$ cat config.mk
export PLATFORM = sky130hd
export DESIGN_NAME = i2c_cfg_top
export DESIGN_NICKNAME = d
export VERILOG_FILES = /design/src/rtl/cfg_pkg.sv /design/src/rtl/i2c_pkg.sv /design/src/rtl/queue_if.sv /design/src/rtl/i2c_cfg_top.sv /design/src/rtl/i2c_byte_engine.sv /design/src/rtl/cfg_sequencer.sv /design/src/rtl/xfer_queue.sv
export VERILOG_INCLUDE_DIRS = /design/src /design/src/rtl
export SDC_FILE = /design/constraint.sdc
export NUM_CORES = 1
export LEC_CHECK = 0
export ABC_AREA = 1
export BUFFER_PORTS_ARGS = -buffer_cell sky130_fd_sc_hd__buf_2
export CORE_MARGIN = 2
export CORE_UTILIZATION = 65
export DETAILED_ROUTE_END_ITERATION = 12
export GPL_TIMING_DRIVEN = 0
export PLACE_DENSITY = 0.94
export SYNTH_ARGS = -nofsm -noshare
export SYNTH_HDL_FRONTEND = slang
export SYNTH_SLANG_ARGS = --single-unit
export TNS_END_PERCENT = 100
$ cat constraint.sdc
create_clock -name clock -period 5.5 [get_ports clock]
set_input_delay 0.275 -clock clock [delete_from_list [all_inputs] [get_ports clock]]
set_output_delay 0.275 -clock clock [all_outputs]
set_load 0.01 [all_outputs]
$ cat src/rtl/i2c_defines.svh
// build-time constants only; queue depths must be powers of two and the bit rate is fixed here
`ifndef I2C_DEFINES_SVH
`define I2C_DEFINES_SVH

// system clock cycles in one quarter of an scl period, so one bit takes four times this
`define I2C_QUARTER 4

// depth of the transfer command queue between the sequencer and the engine
`define CMD_DEPTH 4

// depth of the result queue that the host drains
`define RES_DEPTH 4

// number of register writes in the power-up configuration walk
`define CFG_LEN 6

// 7-bit address of the clock chip that the configuration walk targets
`define CFG_DEV_ADDR 7'h62

`endif
$ cat src/rtl/cfg_pkg.sv
// table length comes from CFG_LEN and every entry goes to CFG_DEV_ADDR; entries are written in order
`include "i2c_defines.svh"

package cfg_pkg;

    // one register write of the power-up walk
    typedef struct packed {
        logic [7:0] reg_addr;
        logic [7:0] data;
    } cfg_entry_t;

    // power-up settings for the clock chip
    // outputs are held disabled first and then enabled once the dividers are set
    localparam cfg_entry_t CFG_TABLE [`CFG_LEN] = '{
        '{reg_addr: 8'h03, data: 8'hff},
        '{reg_addr: 8'h10, data: 8'h4f},
        '{reg_addr: 8'h11, data: 8'h4f},
        '{reg_addr: 8'h1a, data: 8'h00},
        '{reg_addr: 8'h1b, data: 8'h01},
        '{reg_addr: 8'h03, data: 8'hfc}
    };

endpackage

$ cat src/rtl/i2c_pkg.sv
// single-byte register transfers only; one command always gives at most one result word
package i2c_pkg;

    // one register transfer as queued by the sequencer
    // the device address is 7 bits and the engine appends the r/w bit itself
    typedef struct packed {
        logic       rnw;
        logic [6:0] dev;
        logic [7:0] reg_addr;
        logic [7:0] wdata;
    } xfer_t;

    // what the engine hands back to the host
    // rdata is zero whenever nack is set, since no data byte was taken from the slave
    typedef struct packed {
        logic [7:0] reg_addr;
        logic [7:0] rdata;
        logic       nack;
    } result_t;

    // bus phases of the byte engine, each one lasts four quarter periods
    typedef enum logic [2:0] {
        ST_IDLE,
        ST_START,
        ST_SHIFT,
        ST_ACK,
        ST_RSTART,
        ST_STOP
    } eng_state_t;

endpackage

$ cat src/rtl/queue_if.sv
// no handshake beyond full and empty; a producer must not write while full, a consumer not pop while empty
`timescale 1ns/100ps

interface queue_if #(
    parameter type T = logic [7:0]
);

    // write side
    logic wr_en;
    T     wr_data;
    logic full;

    // read side, rd_data always shows the head word
    logic rd_en;
    T     rd_data;
    logic empty;

    modport producer (
        output wr_en,
        output wr_data,
        input  full
    );

    modport consumer (
        output rd_en,
        input  rd_data,
        input  empty
    );

    // the storage itself owns the flags and the head word
    modport queue (
        input  wr_en,
        input  wr_data,
        output full,
        input  rd_en,
        output rd_data,
        output empty
    );

endinterface

$ cat src/rtl/i2c_cfg_top.sv
// open-drain pads live outside; each oe pulls its line low and the inputs must carry the pad level
`timescale 1ns/100ps
`include "i2c_defines.svh"

module i2c_cfg_top (
    input  logic       clock,
    input  logic       arst_n,
    input  logic       start,
    input  logic       host_push,
    input  logic       host_rnw,
    input  logic [6:0] host_dev,
    input  logic [7:0] host_reg,
    input  logic [7:0] host_wdata,
    output logic       host_full,
    input  logic       rd_pop,
    output logic       rd_empty,
    output logic [7:0] rd_reg,
    output logic [7:0] rd_data,
    output logic       rd_nack,
    output logic       busy,
    input  logic       scl_in,
    input  logic       sda_in,
    output logic       scl_oe,
    output logic       sda_oe
);

    logic walking;
    logic eng_busy;

    queue_if #(.T(i2c_pkg::xfer_t))   cmd_q ();
    queue_if #(.T(i2c_pkg::result_t)) res_q ();

    cfg_sequencer u_sequencer (
        .clock      (clock),
        .arst_n     (arst_n),
        .start      (start),
        .host_push  (host_push),
        .host_rnw   (host_rnw),
        .host_dev   (host_dev),
        .host_reg   (host_reg),
        .host_wdata (host_wdata),
        .host_full  (host_full),
        .walking    (walking),
        .cmd        (cmd_q.producer)
    );

    xfer_queue #(
        .T     (i2c_pkg::xfer_t),
        .DEPTH (`CMD_DEPTH)
    ) u_cmd_queue (
        .clock  (clock),
        .arst_n (arst_n),
        .q      (cmd_q.queue)
    );

    i2c_byte_engine u_engine (
        .clock  (clock),
        .arst_n (arst_n),
        .scl_in (scl_in),
        .sda_in (sda_in),
        .scl_oe (scl_oe),
        .sda_oe (sda_oe),
        .busy   (eng_busy),
        .cmd    (cmd_q.consumer),
        .res    (res_q.producer)
    );

    xfer_queue #(
        .T     (i2c_pkg::result_t),
        .DEPTH (`RES_DEPTH)
    ) u_res_queue (
        .clock  (clock),
        .arst_n (arst_n),
        .q      (res_q.queue)
    );

    // the host is the consumer of the result queue
    assign res_q.rd_en = rd_pop;
    assign rd_empty    = res_q.empty;
    assign rd_reg      = res_q.rd_data.reg_addr;
    assign rd_data     = res_q.rd_data.rdata;
    assign rd_nack     = res_q.rd_data.nack;

    // unread results also count as outstanding work
    assign busy = walking || host_full || !cmd_q.empty || !res_q.empty || eng_busy;

endmodule

$ cat src/rtl/i2c_byte_engine.sv
// single master without clock stretching; SDA is sampled only while scl_in is really high
`timescale 1ns/100ps
`include "i2c_defines.svh"

module i2c_byte_engine (
    input  logic      clock,
    input  logic      arst_n,
    input  logic      scl_in,
    input  logic      sda_in,
    output logic      scl_oe,
    output logic      sda_oe,
    output logic      busy,
    queue_if.consumer cmd,
    queue_if.producer res
);

    localparam int DW = $clog2(`I2C_QUARTER + 1);
    localparam logic [DW-1:0] DIV_LAST = DW'(`I2C_QUARTER - 1);

    i2c_pkg::eng_state_t state;
    i2c_pkg::xfer_t      cur;
    logic [DW-1:0]       div;
    logic [1:0]          qtr;
    logic [2:0]          bitcnt;
    logic [1:0]          byte_n;
    logic [7:0]          shreg;
    logic                slave_nack;
    logic                nack;
    logic                tick;
    logic                stall;
    logic                sample;
    logic                phase_end;
    logic                rx;
    logic                need_res;

    assign tick = div == DIV_LAST;

    // byte 0 is the device, 1 the register, 2 write data or device again, 3 read data
    assign rx       = cur.rnw && byte_n == 2'd3;
    assign need_res = cur.rnw || nack;

    // the last stop quarter holds with both lines released until a result fits
    assign stall     = state == i2c_pkg::ST_STOP && qtr == 2'd3 && need_res && res.full;
    assign sample    = tick && qtr == 2'd2 && scl_in;
    assign phase_end = tick && qtr == 2'd3 && !stall;

    assign busy      = state != i2c_pkg::ST_IDLE;
    assign cmd.rd_en = state == i2c_pkg::ST_IDLE && !cmd.empty;

    // phase_end already implies room in the result queue
    assign res.wr_en   = state == i2c_pkg::ST_STOP && phase_end && need_res;
    assign res.wr_data = '{
        reg_addr: cur.reg_addr,
        rdata:    nack ? 8'h00 : shreg,
        nack:     nack
    };

    always_ff @(posedge clock or negedge arst_n) begin
        if (!arst_n) begin
            state      <= i2c_pkg::ST_IDLE;
            div        <= '0;
            qtr        <= '0;
            bitcnt     <= '0;
            byte_n     <= '0;
            nack       <= 1'b0;
            slave_nack <= 1'b0;
        end else begin
            div <= tick ? '0 : div + 1'b1;
            if (tick && !stall) begin
                qtr <= qtr + 1'b1;
            end
            if (sample && state == i2c_pkg::ST_ACK) begin
                slave_nack <= sda_in;
            end

            case (state)
                i2c_pkg::ST_IDLE: begin
                    // restart the divider so the first quarter has full length
                    if (cmd.rd_en) begin
                        state  <= i2c_pkg::ST_START;
                        div    <= '0;
                        qtr    <= '0;
                        bitcnt <= '0;
                        byte_n <= '0;
                        nack   <= 1'b0;
                    end
                end
                i2c_pkg::ST_START, i2c_pkg::ST_RSTART: begin
                    if (phase_end) begin
                        state <= i2c_pkg::ST_SHIFT;
                    end
                end
                i2c_pkg::ST_SHIFT: begin
                    // bitcnt wraps back to zero after the eighth bit
                    if (phase_end) begin
                        bitcnt <= bitcnt + 1'b1;
                        if (bitcnt == 3'd7) begin
                            state <= i2c_pkg::ST_ACK;
                        end
                    end
                end
                i2c_pkg::ST_ACK: begin
                    if (phase_end) begin
                        if (!rx && slave_nack) begin
                            nack  <= 1'b1;
                            state <= i2c_pkg::ST_STOP;
                        end else if (rx || (!cur.rnw && byte_n == 2'd2)) begin
                            state <= i2c_pkg::ST_STOP;
                        end else if (cur.rnw && byte_n == 2'd1) begin
                            state  <= i2c_pkg::ST_RSTART;
                            byte_n <= 2'd2;
                        end else begin
                            state  <= i2c_pkg::ST_SHIFT;
                            byte_n <= byte_n + 1'b1;
                        end
                    end
                end
                i2c_pkg::ST_STOP: begin
                    if (phase_end) begin
                        state <= i2c_pkg::ST_IDLE;
                    end
                end
                default: begin
                    state <= i2c_pkg::ST_IDLE;
                end
            endcase
        end
    end

    // outgoing bytes leave msb first, the read byte is shifted in at the sample point
    always_ff @(posedge clock) begin
        if (cmd.rd_en) begin
            cur <= cmd.rd_data;
        end
        if (sample && state == i2c_pkg::ST_SHIFT && rx) begin
            shreg <= {shreg[6:0], sda_in};
        end else if (phase_end) begin
            case (state)
                i2c_pkg::ST_START:  shreg <= {cur.dev, 1'b0};
                i2c_pkg::ST_RSTART: shreg <= {cur.dev, 1'b1};
                i2c_pkg::ST_SHIFT: begin
                    if (!rx) begin
                        shreg <= {shreg[6:0], 1'b0};
                    end
                end
                i2c_pkg::ST_ACK: begin
                    // the received byte must survive into the result
                    if (!rx) begin
                        shreg <= (byte_n == 2'd0) ? cur.reg_addr
                                                  : (cur.rnw ? 8'h00 : cur.wdata);
                    end
                end
                default: begin
                end
            endcase
        end
    end

    // scl is low in quarters 0 and 3 of a bit, high in 1 and 2
    // an asserted enable pulls the line low
    always_comb begin
        scl_oe = 1'b0;
        sda_oe = 1'b0;
        case (state)
            i2c_pkg::ST_START: begin
                scl_oe = qtr == 2'd3;
                sda_oe = qtr[1];
            end
            i2c_pkg::ST_RSTART: begin
                scl_oe = qtr == 2'd0 || qtr == 2'd3;
                sda_oe = qtr[1];
            end
            i2c_pkg::ST_SHIFT: begin
                scl_oe = qtr == 2'd0 || qtr == 2'd3;
                sda_oe = !rx && !shreg[7];
            end
            i2c_pkg::ST_ACK: begin
                // sda stays released, the master always answers the read byte with nack
                scl_oe = qtr == 2'd0 || qtr == 2'd3;
            end
            i2c_pkg::ST_STOP: begin
                scl_oe = qtr == 2'd0;
                sda_oe = !qtr[1];
            end
            default: begin
            end
        endcase
    end

    // a command is only taken once the previous stop has left both bus lines high
    a_pop_idle: assert property (@(posedge clock) disable iff (!arst_n)
        cmd.rd_en |-> scl_in && sda_in);

    // a data bit must hold still while scl is released
    a_sda_stable: assert property (@(posedge clock) disable iff (!arst_n)
        state == i2c_pkg::ST_SHIFT && (qtr == 2'd1 || qtr == 2'd2) |-> $stable(sda_oe));

endmodule

$ cat src/rtl/cfg_sequencer.sv
// one pending host request at a time; table entries win over host requests while the walk runs
`timescale 1ns/100ps
`include "i2c_defines.svh"

module cfg_sequencer (
    input  logic       clock,
    input  logic       arst_n,
    input  logic       start,
    input  logic       host_push,
    input  logic       host_rnw,
    input  logic [6:0] host_dev,
    input  logic [7:0] host_reg,
    input  logic [7:0] host_wdata,
    output logic       host_full,
    output logic       walking,
    queue_if.producer  cmd
);

    localparam int IW = $clog2(`CFG_LEN + 1);
    localparam logic [IW-1:0] LAST = IW'(`CFG_LEN - 1);

    logic [IW-1:0]       idx;
    logic                host_valid;
    logic                host_take;
    i2c_pkg::xfer_t      host_req;
    i2c_pkg::xfer_t      table_cmd;
    cfg_pkg::cfg_entry_t entry;

    // table writes always go to the clock chip
    assign entry     = cfg_pkg::CFG_TABLE[idx];
    assign table_cmd = '{
        rnw:      1'b0,
        dev:      `CFG_DEV_ADDR,
        reg_addr: entry.reg_addr,
        wdata:    entry.data
    };

    // a host request is taken only when the holding register is free
    assign host_take = host_push && !host_valid;
    assign host_full = host_valid;

    // the walk owns the queue until its last entry is in
    assign cmd.wr_en   = (walking || host_valid) && !cmd.full;
    assign cmd.wr_data = walking ? table_cmd : host_req;

    always_ff @(posedge clock or negedge arst_n) begin
        if (!arst_n) begin
            walking    <= 1'b0;
            idx        <= '0;
            host_valid <= 1'b0;
        end else begin
            // start pulses during a walk are ignored
            if (start && !walking) begin
                walking <= 1'b1;
                idx     <= '0;
            end else if (walking && !cmd.full) begin
                idx <= idx + 1'b1;
                if (idx == LAST) begin
                    walking <= 1'b0;
                end
            end

            // the pending request leaves in the first cycle the walk and the queue allow
            if (host_take) begin
                host_valid <= 1'b1;
            end else if (host_valid && !walking && !cmd.full) begin
                host_valid <= 1'b0;
            end
        end
    end

    always_ff @(posedge clock) begin
        if (host_take) begin
            host_req <= '{
                rnw:      host_rnw,
                dev:      host_dev,
                reg_addr: host_reg,
                wdata:    host_wdata
            };
        end
    end

    // a second start mid-walk must not rewind the table
    a_no_restart: assert property (@(posedge clock) disable iff (!arst_n)
        (walking && start && idx != '0) |=> idx != '0);

endmodule

$ cat src/rtl/xfer_queue.sv
// DEPTH must be a power of two and at least 2; head data is undefined while empty
`timescale 1ns/100ps

module xfer_queue #(
    parameter type T     = logic [7:0],
    parameter int  DEPTH = 4
) (
    input logic    clock,
    input logic    arst_n,
    queue_if.queue q
);

    localparam int AW = $clog2(DEPTH);

    T               mem [DEPTH];
    logic [AW-1:0]  wr_ptr;
    logic [AW-1:0]  rd_ptr;
    logic [AW:0]    count;
    logic [AW:0]    count_nxt;
    logic           do_wr;
    logic           do_rd;

    // flags are registered, so a qualified strobe never depends on its own result
    assign do_wr = q.wr_en && !q.full;
    assign do_rd = q.rd_en && !q.empty;

    assign count_nxt = count + (AW + 1)'(do_wr) - (AW + 1)'(do_rd);

    // first word falls through, the head is read straight from the array
    assign q.rd_data = mem[rd_ptr];

    always_ff @(posedge clock) begin
        if (do_wr) begin
            mem[wr_ptr] <= q.wr_data;
        end
    end

    always_ff @(posedge clock or negedge arst_n) begin
        if (!arst_n) begin
            wr_ptr  <= '0;
            rd_ptr  <= '0;
            count   <= '0;
            q.full  <= 1'b0;
            q.empty <= 1'b1;
        end else begin
            // pointers wrap on their own because DEPTH is a power of two
            if (do_wr) begin
                wr_ptr <= wr_ptr + 1'b1;
            end
            if (do_rd) begin
                rd_ptr <= rd_ptr + 1'b1;
            end
            count   <= count_nxt;
            q.full  <= count_nxt == (AW + 1)'(DEPTH);
            q.empty <= count_nxt == '0;
        end
    end

    // producers in this design look at full before writing
    a_no_write_full: assert property (@(posedge clock) disable iff (!arst_n)
        q.full |-> !q.wr_en);

    // the consumer only pops a word it has already seen
    a_no_read_empty: assert property (@(posedge clock) disable iff (!arst_n)
        q.empty |-> !q.rd_en);

endmodule

Word level (Yosys, flattened, before mapping)
Memories as Yosys holds them, arrays and structs flattened. A register that Yosys moved wholly into a read port is not among the register bits.
Cells that the tools add are included.
{"block": "op_classes", "n_addsub": 13, "eq_ne": 26, "magnitude_cmp": 1, "n_mux": 53, "reduce_logical": 68, "n_bitwise": 1}
{"op": "$mux 8", "n": 7}
{"op": "$mux 3", "n": 16}
{"op": "$mux 16", "n": 2}
{"op": "$pmux 8 s4", "n": 1}
{"op": "$logic_and 1x1->1", "n": 29}
{"op": "$mux 24", "n": 1}
{"op": "$eq 3x3->1 const B", "n": 6}
{"op": "$mux 2", "n": 8}
{"op": "$pmux 3 s5", "n": 1}
{"op": "$add 2x1->2 const B", "n": 6}
{"op": "$mux 1", "n": 12}
{"op": "$reduce_bool 2->1", "n": 6}
{"op": "$logic_not 1->1", "n": 11}
{"op": "$ne 2x1->1 const B", "n": 5}
{"op": "$add 3x1->3 const B", "n": 3}
{"op": "$eq 3x2->1 const B", "n": 3}
{"op": "$logic_not 3->1", "n": 3}
{"op": "$eq 2x2->1 const B", "n": 4}
{"op": "$ne 2x2->1 const B", "n": 4}
{"op": "$reduce_and 4->1", "n": 2}
{"op": "$logic_or 1x1->1", "n": 7}
{"op": "$add 3x1->3", "n": 2}
{"op": "$ne 3x3->1 const B", "n": 2}
{"op": "$pmux 1 s3", "n": 2}
{"op": "17 further kinds", "n": 19}
{"block": "word_totals", "input_bits": 31, "reg_bits": 70, "n_memories": 3, "mem_bits_ro": 128, "out_inout_bits": 22, "ram_bits": 164}
{"name": "(no name shown)", "depth": 8, "width": 16, "read_ports": 1, "rd_clocked_by_memory_dff": 0, "wr": 0, "line": "cfg_sequencer.sv:30", "rtl": "assign entry = cfg_pkg::CFG_TABLE[idx];"}
{"name": "u_cmd_queue.mem", "depth": 4, "width": 24, "read_ports": 1, "rd_clocked_by_memory_dff": 1, "wr": 1, "line": "xfer_queue.sv:15", "rtl": "T mem [DEPTH];"}
{"name": "u_res_queue.mem", "depth": 4, "width": 17, "read_ports": 1, "rd_clocked_by_memory_dff": 0, "wr": 1, "line": "xfer_queue.sv:15"}

Logic depth before layout (Yosys ltp)
{"block": "depth", "ltp_word": 12, "ltp_mapped": 13, "mapped_depth_nobuf": 13}

By module
Synthesis repeated with hierarchy kept, for this count alone.
{"block": "unflattened", "hier_cells": 935, "hier_area_um2": 11178.2}
{"mod": "xfer_queue at u_cmd_queue", "area_per_inst_um2": 4225.3, "cells_per_inst": 314, "n_inst": 1, "seq_area_each_um2": 3109.2}
{"mod": "xfer_queue at u_res_queue", "area_per_inst_um2": 3135.5, "cells_per_inst": 239, "n_inst": 1, "seq_area_each_um2": 2268.4}
{"mod": "i2c_byte_engine", "area_per_inst_um2": 2454.9, "cells_per_inst": 250, "n_inst": 1, "seq_area_each_um2": 1336.3}
{"mod": "cfg_sequencer", "area_per_inst_um2": 1342.5, "cells_per_inst": 127, "n_inst": 1, "seq_area_each_um2": 845.8}
{"mod": "i2c_cfg_top", "area_per_inst_um2": 20.0, "cells_per_inst": 5, "n_inst": 1, "seq_area_each_um2": 0.0}

Worst setup path after synthesis
Ideal clock, no wire load.
{"block": "synth_timing", "kind": "reg-to-reg", "startpoint": "register u_engine.state[1]", "endpoint": "register u_cmd_queue.q.full", "arrival_ns": 2.857, "path_buffers": 0, "stages_incl_launch_ff": 14, "setup_slack_ns": 2.555, "setup_time_ns": 0.088, "cell_sequence": "dfrtp_1 nor2_1 nand2_2 inv_2 nand2_1 inv_1 ha_1 inv_1 ha_1 inv_1 fa_1 xnor2_1 xnor2_1 nor3b_1"}
{"block": "synth_via", "elab_chain_cells": 5}
{"item": "from (decl)", "line": "i2c_byte_engine.sv:20", "rtl": "i2c_pkg::eng_state_t state;"}
{"item": "from (signal assigned)", "line": "i2c_byte_engine.sv:60", "rtl": "state <= i2c_pkg::ST_IDLE;"}
{"item": "from (signal assigned)", "line": "i2c_byte_engine.sv:80", "rtl": "state <= i2c_pkg::ST_START;"}
{"item": "from (signal assigned)", "line": "i2c_byte_engine.sv:90", "rtl": "state <= i2c_pkg::ST_SHIFT;"}
{"item": "$logic_not 3->1", "line": "i2c_byte_engine.sv:48", "rtl": "assign cmd.rd_en = state == i2c_pkg::ST_IDLE && !cmd.empty;"}
{"item": "$logic_and 1x1->1", "line": "i2c_byte_engine.sv:48"}
{"item": "via cmd_q.rd_en", "line": "queue_if.sv:14", "rtl": "logic rd_en;"}
{"item": "$logic_and 1x1->1", "line": "xfer_queue.sv:25", "rtl": "assign do_rd = q.rd_en && !q.empty;"}
{"item": "$sub 3x1->3", "line": "xfer_queue.sv:27", "rtl": "assign count_nxt = count + (AW + 1)'(do_wr) - (AW + 1)'(do_rd);"}
{"item": "via u_cmd_queue.count_nxt[2]", "line": "xfer_queue.sv:19", "rtl": "logic [AW:0] count_nxt;"}
{"item": "$eq 3x3->1", "line": "xfer_queue.sv:54", "rtl": "q.full <= count_nxt == (AW + 1)'(DEPTH);"}
{"item": "to (signal assigned)", "line": "xfer_queue.sv:54"}
{"item": "to (decl)", "line": "queue_if.sv:34", "rtl": "output full,"}
The timed path passes the listed nets, and every way through them passes these cells.
A chain may end at the register's enable or synchronous reset.

Worst setup path after layout
{"block": "layout_timing", "startpoint": "register u_engine.state[0]", "endpoint": "register u_cmd_queue.q.full"}
The elaborated chain is that of the path after synthesis.

==> impl_metrics.json <==
{
  "dp.cells": 1120,
  "grt_pass1_wl_um": 36490,
  "drive_gt1_share_pct": 13.13,
  "area_growth_pct": 16.22,
  "synth-seq-area-share_pct": 71.89,
  "fmax_mhz": 281.6,
  "synth_seq_cells": 258,
  "dr.pass1.iters": 5,
  "finalWirelength_um": 23500,
  "fin_crit_sh_pct": 64.57,
  "status": "finished, final reports clean",
  "setup_violations": 0,
  "hp-class": "in -> reg",
  "htreeDepth": 1,
  "cp.arrival_ps": 4000,
  "cts_tree": "yes",
  "dp_hpwl_um": 14200,
  "viasPerCell": 5.941,
  "die_x_um": 131.2,
  "power.leakage_uw": 0.004633,
  "multi_input_area_sq_um": 2554,
  "nets": 1016,
  "ioPinCount": 53,
  "vdd_drop_max_mv": 0.3943,
  "io_buffers": 52,
  "cts.sinks": 258,
  "synth_top_area_cell": "edfxtp_1",
  "post-cts-setup-buffers": 0,
  "async_flop_share_pct": 14.73,
  "timing.hold.ws_ps": 19.44,
  "ant_nets": 0,
  "cp_common_cell": "inv_1",
  "skew_ps": 32.54,
  "crit_required_ps": 5950,
  "synth.most_common_cell": "edfxtp_1",
  "coreArea_sq_um": 15830,
  "hold_viol": 0,
  "drtIter0Drc": 954,
  "num_vias": 7076,
  "synth_edf_count": 220,
  "crit_type": "reg -> reg",
  "path_clk_slew_ps": 60,
  "endpoint_kind": "flop",
  "row_count": 46,
  "critPathSlowestCell": "inv_1",
  "syn_nets": 906,
  "grt_pass1_vias": 7128,
  "ys_top_cells_by_area": "edfxtp_1 63%, dfrtp_1 8.6%, nor2_1 4.7%, o21ai_0 4.7%, nand2_1 3.6%",
  "routedWlPerCell_um": 19.73,
  "cts_resized": 0,
  "nFillCells": 852,
  "period_needed_ps": 3551,
  "drcViolationCount": 0,
  "ys.flop_type": "edfxtp_1",
  "antenna_found_initial": 0,
  "cts_buffer_depth": 3,
  "die_height_um": 131.2,
  "diodes": 0,
  "grt_max_degree": 39,
  "clock-root-buffer": "clkbuf_16",
  "track_usage_pct": 27.39,
  "tns_ps": 0,
  "syn-cell-area_sq_um": 10520,
  "startpoint_type": "flop",
  "yosys.area.top_type_share_pct": 62.83,
  "synth_warnings": 0,
  "rsz0062_at_grt": "false",
  "final_cells": 1191,
  "drv_slew": 0,
  "syn_inst": 846,
  "yosysUniqueCellTypes": 37,
  "maxSlewHeadroom_pct": 35.38,
  "worstPathCellList": "nor2_1 -> nand2_2 -> inv_2 -> nand2_1 -> inv_1 -> ha_1 -> inv_1 -> ha_1 -> inv_1 -> fa_1 -> xnor2_1 -> xnor2_1 -> nor3b_1",
  "cp_max_fo": 27,
  "start_util_pct": 66.43,
  "clk_latency_ps": 550,
  "slowest_delay_ps": 790,
  "globalplace.congestion": 0.8770,
  "cts_buffers": 25,
  "maxCapViolCount": 0,
  "regArea_sq_um": 7560,
  "tightest_slew_ps": 968.2,
  "yosys-top-cells-count": "220 x edfxtp_1, 133 x nor2_1, 100 x nand2_1, 98 x o21ai_0, 71 x inv_1",
  "die_area_sq_um": 17210,
  "syn_avg_cell_area_sq_um": 12.43,
  "overflow": 0,
  "power.density_nw_per_um2": 483.2
}
[report_power, final]
group | switching, uW | internal [uW] | total [uW]
Clock | 728 | 943 | 1670
Sequential | 153 | 2710 | 2870
Combinational | 923 | 444 | 1370
[kinds of logic after synthesis]
group | after synthesis | synth area share, %
AND/OR/NAND/NOR | 273 | 10.85
AO/OA/AOI/OAI | 166 | 8.734
XOR/XNOR | 11 | 0.9162
adder cells (fa/ha/maj) | 29 | 3.594
flip-flops | 258 | 71.89
buffers and inverters | 109 | 4.010
[worst max-delay path, delay by kind of cell (launching register included)]
kind / cells / cell delay (ps)
DFF: 1 / 450
adders and majority gates: 3 / 910
buffers and inverters: 4 / 980
and+or+nand+nor: 4 / 730
xor gates and xnor gates: 2 / 410
[cells in the final DEF (no fill, tap or decap), types with 2 or more instances in the layout]
cell / instances
o21ai_0: 98
nor2_4: 2
ha_1: 27
nand3_1: 18
edfxtp_1: 220
or2_2: 3
buf_1: 2
nor2_2: 9
clkinv_2: 3
buf_8: 3
buf_6: 2
inv_2: 7
fa_1: 2
clkinv_1: 3
nand2_1: 100
xor2_1: 6
clkbuf_16: 25
dfrtp_1: 36
buf_2: 56
o211ai_1: 9
o22ai_1: 42
a21oi_1: 10
xnor2_1: 5
buf_16: 2
inv_1: 71
nand4_1: 5
nand2_2: 3
nor2_1: 125
nor3b_1: 2
dlygate4sd3_1: 25
bufinv_16: 2
nor3_1: 2
clkbuf_1: 32
o21ai_1: 2
dfstp_2: 2
clkinvlp_4: 3
[state kept, by name, summed over array words and instances, names as in the netlist, 2 cells and up]
register              count
u_cmd_queue.count         3
u_cmd_queue.rd_ptr        2
u_engine.shreg            8
u_engine.state            3
u_cmd_queue.wr_ptr        2
u_cmd_queue.mem          96
u_engine.byte_n           2
u_sequencer.idx           3
u_engine.res.wr_data      8
u_res_queue.rd_ptr        2
u_engine.qtr              2
u_engine.div              3
u_res_queue.mem          68
u_res_queue.count         3
u_res_queue.wr_ptr        2
u_engine.cur             16
u_sequencer.host_req     24
u_engine.bitcnt           3
[layout make-up]
| cell class | instances | share of cell area [%] |
|---|---|---|
| buffer | 31 | 1.055 |
| multi-input combinational | 479 | 20.90 |
| inverter | 78 | 2.396 |
| clock buffer | 33 | 5.365 |
| tap | 216 | 2.212 |
| clock inverter | 13 | 1.126 |
| sequential | 258 | 61.86 |
| timing repair buffer | 83 | 5.089 |
[worst paths after layout]
kind / cells after the start / startpoint / slack (ps) / to
min in group asynchronous: 2 / arst_n / 390 / u_cmd_queue.rd_ptr[0]
worst min-delay path: 3 / start / 20 / u_sequencer.walking
max in group asynchronous: 2 / arst_n / 4470 / u_engine.byte_n[0]
worst max register to register: 13 / u_engine.state[0] / 1950 / u_cmd_queue.q.full
worst max-delay path: 13 / u_engine.state[0] / 1950 / u_cmd_queue.q.full
worst min register to register: 2 / u_engine.bitcnt[2] / 490 / u_engine.bitcnt[2]
[metrics by stage]
step           total power, uW  setup WS [ps]  instance area, sq um  util [%]
3_3_place_gp              3994           2064                 11050     69.79
2_1_floorplan             3639           2555                 10520         -
4_1_cts                   5856           1941                 12220     77.21
6_report                  5905           1949                 12220     77.21
3_5_place_dp              4167           1972                 11180     70.62
5_1_grt                   6129           1692                 12220     77.21
[per-layer routing]
layer	vias up	global-route usage, %	share of wire [%]
met5	-	0	0
met4	0	10.08	3.6
met3	76	4.321	8.3
met2	448	51.46	54
met1	3372	31.67	34
li1	3180	-	-
[timing repair]
item | in CTS | in global routing
hold buffers | 25 | 0
setup endpoints to repair | 0 | 0
hold endpoints to repair | 60 | 0
(Power assumes the default switching activity.)
